[src/include/wb_pipe_settings.svh]
`ifndef WB_PIPE_SETTINGS_SVH
`define WB_PIPE_SETTINGS_SVH

// register data and eip width
`define WB_DATA_W 32

// general register file depth
`define WB_NREGS 8

// exception code for an undefined opcode
`define WB_IE_UNDEF 4'd6

`endif

[src/verilog/wb_pipe_pkg.sv]
`include "wb_pipe_settings.svh"

package wb_pipe_pkg;

    typedef enum logic [3:0] {
        NOP    = 4'd0,
        ADD    = 4'd1,
        SUB    = 4'd2,
        MOVI   = 4'd3,
        MOVSEG = 4'd4,
        STORE  = 4'd5,
        JMP    = 4'd6,
        JZ     = 4'd7,
        UNDEF  = 4'd15
    } uop_op_e;

    typedef enum logic [1:0] {
        DEST_NONE = 2'd0,
        DEST_REG  = 2'd1,
        DEST_SEG  = 2'd2,
        DEST_MEM  = 2'd3
    } dest_kind_e;

    typedef struct packed {
        uop_op_e                op;
        dest_kind_e             kind;
        logic [2:0]             rd;
        logic [2:0]             rs;
        logic [15:0]            imm;
        logic [`WB_DATA_W-1:0]  eip;
        logic                   ie;      // exception raised at decode
        logic [3:0]             ie_type;
    } uop_t;

endpackage

[src/verilog/exec_wb_if.sv]
`timescale 1ns/1ps
`include "wb_pipe_settings.svh"

interface exec_wb_if;

    logic                       valid;
    wb_pipe_pkg::dest_kind_e    kind;
    logic [2:0]                 rd;
    logic [`WB_DATA_W-1:0]      result;      // alu value, or store address
    logic [`WB_DATA_W-1:0]      store_data;
    logic [`WB_DATA_W-1:0]      eip;
    logic                       taken;       // branch resolved taken
    logic [`WB_DATA_W-1:0]      target;
    logic                       ie;
    logic [3:0]                 ie_type;

    modport exec (
        output valid,
        output kind,
        output rd,
        output result,
        output store_data,
        output eip,
        output taken,
        output target,
        output ie,
        output ie_type
    );

    modport wb (
        input valid,
        input kind,
        input rd,
        input result,
        input store_data,
        input eip,
        input taken,
        input target,
        input ie,
        input ie_type
    );

endinterface

[src/verilog/uop_decode.sv]
`timescale 1ns/1ps
`include "wb_pipe_settings.svh"

module uop_decode (
    input  logic                    clk,
    input  logic                    rst_n,
    input  logic                    stall,
    input  logic                    flush,
    input  logic                    in_valid,
    input  logic [31:0]             instr,
    input  logic [`WB_DATA_W-1:0]   in_eip,
    output logic                    dec_valid,
    output wb_pipe_pkg::uop_t       dec_uop
);

    wb_pipe_pkg::uop_t uop_next;

    always_comb begin
        uop_next         = '0;
        uop_next.rd      = instr[27:25];
        uop_next.rs      = instr[24:22];
        uop_next.imm     = instr[15:0];
        uop_next.eip     = in_eip;
        case (instr[31:28])
            4'd0: begin
                uop_next.op   = wb_pipe_pkg::NOP;
                uop_next.kind = wb_pipe_pkg::DEST_NONE;
            end
            4'd1: begin
                uop_next.op   = wb_pipe_pkg::ADD;
                uop_next.kind = wb_pipe_pkg::DEST_REG;
            end
            4'd2: begin
                uop_next.op   = wb_pipe_pkg::SUB;
                uop_next.kind = wb_pipe_pkg::DEST_REG;
            end
            4'd3: begin
                uop_next.op   = wb_pipe_pkg::MOVI;
                uop_next.kind = wb_pipe_pkg::DEST_REG;
            end
            4'd4: begin
                uop_next.op   = wb_pipe_pkg::MOVSEG;
                uop_next.kind = wb_pipe_pkg::DEST_SEG;
            end
            4'd5: begin
                uop_next.op   = wb_pipe_pkg::STORE;
                uop_next.kind = wb_pipe_pkg::DEST_MEM;
            end
            4'd6: begin
                uop_next.op   = wb_pipe_pkg::JMP;
                uop_next.kind = wb_pipe_pkg::DEST_NONE;
            end
            4'd7: begin
                uop_next.op   = wb_pipe_pkg::JZ;
                uop_next.kind = wb_pipe_pkg::DEST_NONE;
            end
            default: begin
                uop_next.op      = wb_pipe_pkg::UNDEF;
                uop_next.kind    = wb_pipe_pkg::DEST_NONE;  // writes nothing
                uop_next.ie      = 1'b1;
                uop_next.ie_type = `WB_IE_UNDEF;
            end
        endcase
    end

    always_ff @(posedge clk) begin
        if (!rst_n) begin
            dec_valid <= 1'b0;
        end else if (flush) begin
            dec_valid <= 1'b0;     // younger than the resteer
        end else if (!stall) begin
            dec_valid <= in_valid;
        end
    end

    always_ff @(posedge clk) begin
        if (!stall) begin
            dec_uop <= uop_next;
        end
    end

endmodule

[src/verilog/uop_execute.sv]
`timescale 1ns/1ps
`include "wb_pipe_settings.svh"

module uop_execute (
    input  logic                    clk,
    input  logic                    rst_n,
    input  logic                    stall,
    input  logic                    flush,
    input  logic                    dec_valid,
    input  wb_pipe_pkg::uop_t       dec_uop,
    input  logic                    reg_we,
    input  logic [2:0]              reg_waddr,
    input  logic [`WB_DATA_W-1:0]   reg_wdata,
    exec_wb_if.exec                 ex
);

    logic [`WB_DATA_W-1:0] regs [`WB_NREGS];
    logic [`WB_DATA_W-1:0] src_a;     // reg[rd]
    logic [`WB_DATA_W-1:0] src_b;     // reg[rs]
    logic [`WB_DATA_W-1:0] imm_sext;
    logic [`WB_DATA_W-1:0] result_next;
    logic                  taken_next;
    logic [`WB_DATA_W-1:0] target_next;

    always_ff @(posedge clk) begin
        if (!rst_n) begin
            for (int i = 0; i < `WB_NREGS; i++) begin
                regs[i] <= '0;
            end
        end else if (reg_we) begin
            regs[reg_waddr] <= reg_wdata;
        end
    end

    // same-cycle writeback bypass
    assign src_a = (reg_we && reg_waddr == dec_uop.rd) ? reg_wdata : regs[dec_uop.rd];
    assign src_b = (reg_we && reg_waddr == dec_uop.rs) ? reg_wdata : regs[dec_uop.rs];

    assign imm_sext    = {{(`WB_DATA_W-16){dec_uop.imm[15]}}, dec_uop.imm};
    assign target_next = dec_uop.eip + 32'd4 + imm_sext;

    always_comb begin
        result_next = '0;
        taken_next  = 1'b0;
        case (dec_uop.op)
            wb_pipe_pkg::ADD:    result_next = src_a + imm_sext;
            wb_pipe_pkg::SUB:    result_next = src_a - imm_sext;
            wb_pipe_pkg::MOVI:   result_next = {{(`WB_DATA_W-16){1'b0}}, dec_uop.imm};
            wb_pipe_pkg::MOVSEG: result_next = {{(`WB_DATA_W-16){1'b0}}, src_b[15:0]};
            wb_pipe_pkg::STORE:  result_next = {{(`WB_DATA_W-16){1'b0}}, dec_uop.imm};
            wb_pipe_pkg::JMP:    taken_next  = 1'b1;
            wb_pipe_pkg::JZ:     taken_next  = (src_b == '0);
            default:             result_next = '0;
        endcase
    end

    always_ff @(posedge clk) begin
        if (!rst_n) begin
            ex.valid <= 1'b0;
        end else if (flush) begin
            ex.valid <= 1'b0;
        end else if (!stall) begin
            ex.valid <= dec_valid;
        end
    end

    always_ff @(posedge clk) begin
        if (!stall) begin
            ex.kind       <= dec_uop.kind;
            ex.rd         <= dec_uop.rd;
            ex.result     <= result_next;
            ex.store_data <= src_b;
            ex.eip        <= dec_uop.eip;
            ex.taken      <= taken_next;
            ex.target     <= target_next;
            ex.ie         <= dec_uop.ie;
            ex.ie_type    <= dec_uop.ie_type;
        end
    end

endmodule

[src/verilog/writeback_stage.sv]
`timescale 1ns/1ps
`include "wb_pipe_settings.svh"

module writeback_stage (
    exec_wb_if.wb                   wb,
    input  logic                    wbaq_full,
    input  logic                    interrupt,
    output logic                    valid_out,
    output logic                    reg_ld,
    output logic [2:0]              reg_addr,
    output logic                    seg_ld,
    output logic [2:0]              seg_addr,
    output logic [`WB_DATA_W-1:0]   result,
    output logic                    mem_ld,
    output logic [`WB_DATA_W-1:0]   mem_addr,
    output logic [`WB_DATA_W-1:0]   mem_data,
    output logic [`WB_DATA_W-1:0]   new_eip,
    output logic                    is_resteer,
    output logic                    stall,
    output logic                    final_ie_val,
    output logic [3:0]              final_ie_type
);

    logic is_store;
    logic commit;     // valid and no exception

    assign is_store = wb.valid && (wb.kind == wb_pipe_pkg::DEST_MEM);

    // store blocked by the write-address queue
    assign stall     = is_store && wbaq_full;
    assign valid_out = wb.valid && !stall;
    assign commit    = valid_out && !wb.ie;

    assign reg_ld   = commit && (wb.kind == wb_pipe_pkg::DEST_REG);
    assign seg_ld   = commit && (wb.kind == wb_pipe_pkg::DEST_SEG);
    assign mem_ld   = commit && (wb.kind == wb_pipe_pkg::DEST_MEM);
    assign reg_addr = wb.rd;
    assign seg_addr = wb.rd;
    assign result   = wb.result;

    assign mem_addr = wb.result;     // zero-extended imm
    assign mem_data = wb.store_data;

    assign is_resteer = valid_out && wb.taken;
    assign new_eip    = is_resteer ? wb.target : wb.eip + 32'd4;

    // interrupt is async to the uop
    assign final_ie_val  = (wb.ie && valid_out) || interrupt;
    assign final_ie_type = {interrupt, wb.ie_type[2:0]};

endmodule

[src/verilog/wb_pipe_top.sv]
`timescale 1ns/1ps
`include "wb_pipe_settings.svh"

module wb_pipe_top (
    input  logic                    clk,
    input  logic                    rst_n,
    input  logic                    in_valid,
    input  logic [31:0]             instr,
    input  logic [`WB_DATA_W-1:0]   in_eip,
    input  logic                    wbaq_full,
    input  logic                    interrupt,
    output logic                    valid_out,
    output logic                    reg_ld,
    output logic [2:0]              reg_addr,
    output logic                    seg_ld,
    output logic [2:0]              seg_addr,
    output logic [`WB_DATA_W-1:0]   result,
    output logic                    mem_ld,
    output logic [`WB_DATA_W-1:0]   mem_addr,
    output logic [`WB_DATA_W-1:0]   mem_data,
    output logic [`WB_DATA_W-1:0]   new_eip,
    output logic                    is_resteer,
    output logic                    stall,
    output logic                    final_ie_val,
    output logic [3:0]              final_ie_type
);

    logic              dec_valid;
    wb_pipe_pkg::uop_t dec_uop;

    exec_wb_if ex_wb ();

    uop_decode u_decode (
        .clk       (clk),
        .rst_n     (rst_n),
        .stall     (stall),
        .flush     (is_resteer),
        .in_valid  (in_valid),
        .instr     (instr),
        .in_eip    (in_eip),
        .dec_valid (dec_valid),
        .dec_uop   (dec_uop)
    );

    uop_execute u_execute (
        .clk       (clk),
        .rst_n     (rst_n),
        .stall     (stall),
        .flush     (is_resteer),
        .dec_valid (dec_valid),
        .dec_uop   (dec_uop),
        .reg_we    (reg_ld),      // regfile write from writeback
        .reg_waddr (reg_addr),
        .reg_wdata (result),
        .ex        (ex_wb.exec)
    );

    writeback_stage u_writeback (
        .wb            (ex_wb.wb),
        .wbaq_full     (wbaq_full),
        .interrupt     (interrupt),
        .valid_out     (valid_out),
        .reg_ld        (reg_ld),
        .reg_addr      (reg_addr),
        .seg_ld        (seg_ld),
        .seg_addr      (seg_addr),
        .result        (result),
        .mem_ld        (mem_ld),
        .mem_addr      (mem_addr),
        .mem_data      (mem_data),
        .new_eip       (new_eip),
        .is_resteer    (is_resteer),
        .stall         (stall),
        .final_ie_val  (final_ie_val),
        .final_ie_type (final_ie_type)
    );

endmodule

[config.mk]
export PLATFORM = sky130hd
export DESIGN_NAME = wb_pipe_top
export DESIGN_NICKNAME = d
export VERILOG_FILES = /design/src/verilog/wb_pipe_pkg.sv /design/src/verilog/exec_wb_if.sv /design/src/verilog/uop_decode.sv /design/src/verilog/uop_execute.sv /design/src/verilog/writeback_stage.sv /design/src/verilog/wb_pipe_top.sv
export VERILOG_INCLUDE_DIRS = /design/src /design/src/include
export SDC_FILE = /design/constraint.sdc
export NUM_CORES = 1
export LEC_CHECK = 0
export BUFFER_PORTS_ARGS = -buffer_cell sky130_fd_sc_hd__buf_2
export CORE_MARGIN = 5
export CORE_UTILIZATION = 55
export CTS_CLUSTER_DIAMETER = 80
export CTS_CLUSTER_SIZE = 12
export DETAILED_ROUTE_END_ITERATION = 7
export PLACE_DENSITY = 0.74
export SLEW_MARGIN = 20
export SYNTH_ARGS = -nofsm -noshare
export SYNTH_HDL_FRONTEND = slang
export SYNTH_SLANG_ARGS = --single-unit
[constraint.sdc]
create_clock -name clk -period 13.6 [get_ports clk]
set_clock_uncertainty 0.15 [all_clocks]
set_input_delay 4.08 -clock clk [delete_from_list [all_inputs] [get_ports clk]]
set_output_delay 4.08 -clock clk [all_outputs]
set_load 0.005 [all_outputs]
==> summary.md <==
| Metric | Value |
|---|---|
| CTS tree | built |
| Max Fclk | 0.09374 GHz |
| Die Wd | 226.4 microns |
| Worst skew pair latency | 0.57 ns |
| Final slew viol count | 0 |
| Vias in the first global route | 17246 |
| Placed insts | 2706 |
| Largest net degree at the start of global routing | 164 |
| Final period util | 0.7844 |
| Max-slew headroom | 0.2380 |
| Final core occ | 0.6098 |
| Synthesized area per cell | 12.80 sq um |
| Post-synth top area cell | edfxtp_1 |
| Starting density of the core | 0.5545 |
| DR DRC count | 0 |
| Psw | 0.8430 mW |
| Post-Synthesis Cells | 2012 |
| R2r worst-path depth | 13 |
| Critical Path Source | wbaq_full |
| Crit start category | input pin |
| Sum Neg Setup Slack | 0 ns |
| Total die area | 51270 sq um |
| RSZ-0062 raised after global routing | no |
| Setup violators final | 0 |
| Initial DRC count | 1855 |
| Leak | 11.43 nW |
| Post-cts sizing count | 0 |
| CP peak stage delay | 0.57 ns |
| Most common flop cell mapped by yosys | edfxtp_1 |
| Post-synth EDFFs | 452 |
| CTS clk-pin slew, worst paths | 0.06 ns |
| Core Area | 46460 sq um |
| Synth Cell Area | 25760 sq um |
| Peak supply drop | 0.00008438 V |
| # Max-Cap Violations | 0 |
| Logic pwr share | 0.144 |
| CTS Buf Count | 44 |
| Power Dens Cells | 116.9 nW/um^2 |
| DR WL met2 | 32130 microns |
| CTS Sinks | 460 |
| Least-Margin Pin Slew | 1.138 ns |
| Die Height | 226.4 microns |
| Nets | 2312 |
| CP max-delay cell | nand2_2 |
| Placer Congestion | 0.8800 |
| H-tree depth | 2 |
| CP dominant cell by count | buf_2 |
| Root Driver | clkbuf_16 |
| Post-Layout Cell Count | 2771 |
| Setup CP Type | in2out |
| Post-synth cell types | 72 |
| Hold Buf Count CTS | 0 |
| Layout cells sized above 1 | 0.2044 |
| Yosys top cell area share | 0.5269 |
| Hold Vio Cnt, Final | 0 |
| Synth area leaders | edfxtp_1 (53%), mux4_2 (11%), and2_1 (6.3%) |
| P_int | 2.470 mW |
| Period minus WS final | 10.67 ns |
| Sequential share of power | 0.520 |
| Overflow after GRT | 0 |
| CP endpoint kind | output pin |
| Top delay family on crit path | buffers and inverters |
| Post-route ant nets | 0 |
| Overall Global Routing Usage | 0.2536 |
| Status | finished clean |
| CP Depth | 8 |
| WP data arrival | 6.44 ns |
| WL met1 | 25840 microns |
| Total Wirelength | 65840 microns |
| PortBufs | 206 |
| DP HPWL | 41880 microns |
| Slack of the critical path | 2.933 ns |
| R2r endpoint | u_execute.ex.result[30]$_DFFE_PN_ |
| End point of the critical path | new_eip[3] |
| WL/cell | 23.76 microns |
| Commonest non-fill, non-tap cells in the layout | edfxtp_1 (452), and2_1 (260), buf_2 (206) |
| Routed vias | 17177 |
| Crit Path Max Fanout | 60 |
| Worst hold stages | 0 |
| Synthesis warning total | 0 |
| DR vias/cell | 6.199 |
| Number of setup buffers added after CTS | 0 |
| Syn Nets | 2179 |
| CTS Buffer Depth | 3 |
| WL met3 | 5727 microns |
| DRT Pass-1 Iters | 5 |
| Yosys reg bits | 460 |
| WP data required | 9.37 ns |
| IO Pins | 214 |
| Crit-path cells | buf_2 > nand4_1 > buf_4 > and2_0 > nand2_2 > inv_1 > mux2_2 > buf_2 |
| Antenna violations before repair | 1 |
| Area growth, synth to finish | 9.966% |
| Sequential fraction of the synthesis area | 0.5331 |
| DP Worst Slack | 2.930 ns |
| Clock power share | 0.336 |
| FF-to-FF setup slack | 7.82 ns |
| Tot Pwr | 3.313 mW |
| Switching part of the total power | 0.2545 |
| Commonest non-fill, non-tap cell in the layout | edfxtp_1 |
| Top layer in use | met5 |
| Rows | 79 |
| Hold Path Class | reg2reg |
| First-pass GRT wire length | 98980 microns |
| Buffers & Inverters on Critical Path | 4 |
| FFs w/ async S/R, synth | 0 |
power by group through the flow:
stage	combinational, mW	clock, mW	sequential, mW
2_1_floorplan	0.348	0	1.72
3_3_place_gp	0.459	0	1.75
3_5_place_dp	0.469	0	1.75
4_1_cts	0.472	1.13	1.72
5_1_grt	0.521	1.19	1.73
6_report	0.476	1.11	1.72
cell families (layout without fill, tap and decap cells):
family,after synthesis,after routing,synth area share
xor gates and xnor gates,91,91,0.03094
buffers and inverters,185,335,0.03638
AOI/OAI and AO/OA,339,339,0.07941
other,1,3,0.0001456
muxes,200,200,0.1409
and+or+nand+nor,638,638,0.1309
adders and majority gates,98,98,0.04818
DFF,460,460,0.5331
synth_stat cells, drive strengths merged, types with 10 or more instances:
master  instances
edfxtp        452
and2          261
a21oi         153
nor2          149
mux4          128
nand2         101
ha             96
buf            71
clkbuf         71
mux2i          69
o21ai          68
xnor2          56
inv            43
xor2           35
a21o           30
nor3           23
nand3          19
nand4          19
o21a           13
nand2b         12
and3           10
area by class of cell:
type	count	area, sq um
Antenna cell	2	5.005
Clock buffer	62	1200
Clock inverter	1	8.758
Fill cell	3642	18130
Inverter	43	161.4
Multi-Input combinational cell	1367	11230
Sequential cell	460	13750
Tap cell	607	759.5
Timing Repair Buffer	229	1216
flip-flops by register name, indices dropped and copies added, names as in the netlist, named ones only:
name and cells:
u_decode.dec_valid 1, u_execute.ex.rd 3, u_execute.ex.target 32, u_execute.ex.valid 1, u_execute.ex.ie_type 1, u_decode.dec_uop 61
u_execute.ex.kind 2, u_execute.ex.eip 32, u_execute.ex.taken 1, u_execute.regs 256, u_execute.ex.result 32, u_execute.ex.store_data 32
how the worst min path moves through the flow:
stage	startpoint	to	slack, ns
floorplan	u_decode.dec_uop[1]$_DFFE_PN_	u_execute.ex.ie_type[1]$_DFFE_PN_	0.25
global placement	u_decode.dec_uop[1]$_DFFE_PN_	u_execute.ex.ie_type[1]$_DFFE_PN_	0.26
detailed placement	u_decode.dec_uop[1]$_DFFE_PN_	u_execute.ex.ie_type[1]$_DFFE_PN_	0.26
CTS	u_decode.dec_uop[1]$_DFFE_PN_	u_execute.ex.ie_type[1]$_DFFE_PN_	0.27
global route	u_decode.dec_uop[1]$_DFFE_PN_	u_execute.ex.ie_type[1]$_DFFE_PN_	0.28
finish	u_decode.dec_uop[59]$_DFFE_PN_	u_execute.ex.kind[0]$_DFFE_PN_	0.27
through the flow:
stage / area (sq um) / hold WS, ns
2_1_floorplan: 25760 / 0.2503
3_3_place_gp: 27110 / 0.2605
3_5_place_dp: 27110 / 0.2554
4_1_cts: 28320 / 0.2703
5_1_grt: 28320 / 0.2775
6_report: 28330 / 0.2695
layer usage:
layer,global-route usage,up-vias
met5,0,-
met4,0.08209,2
met3,0.05036,139
met2,0.4230,768
met1,0.3391,8485
li1,-,7783
Power figures use the tool's default switching activity.
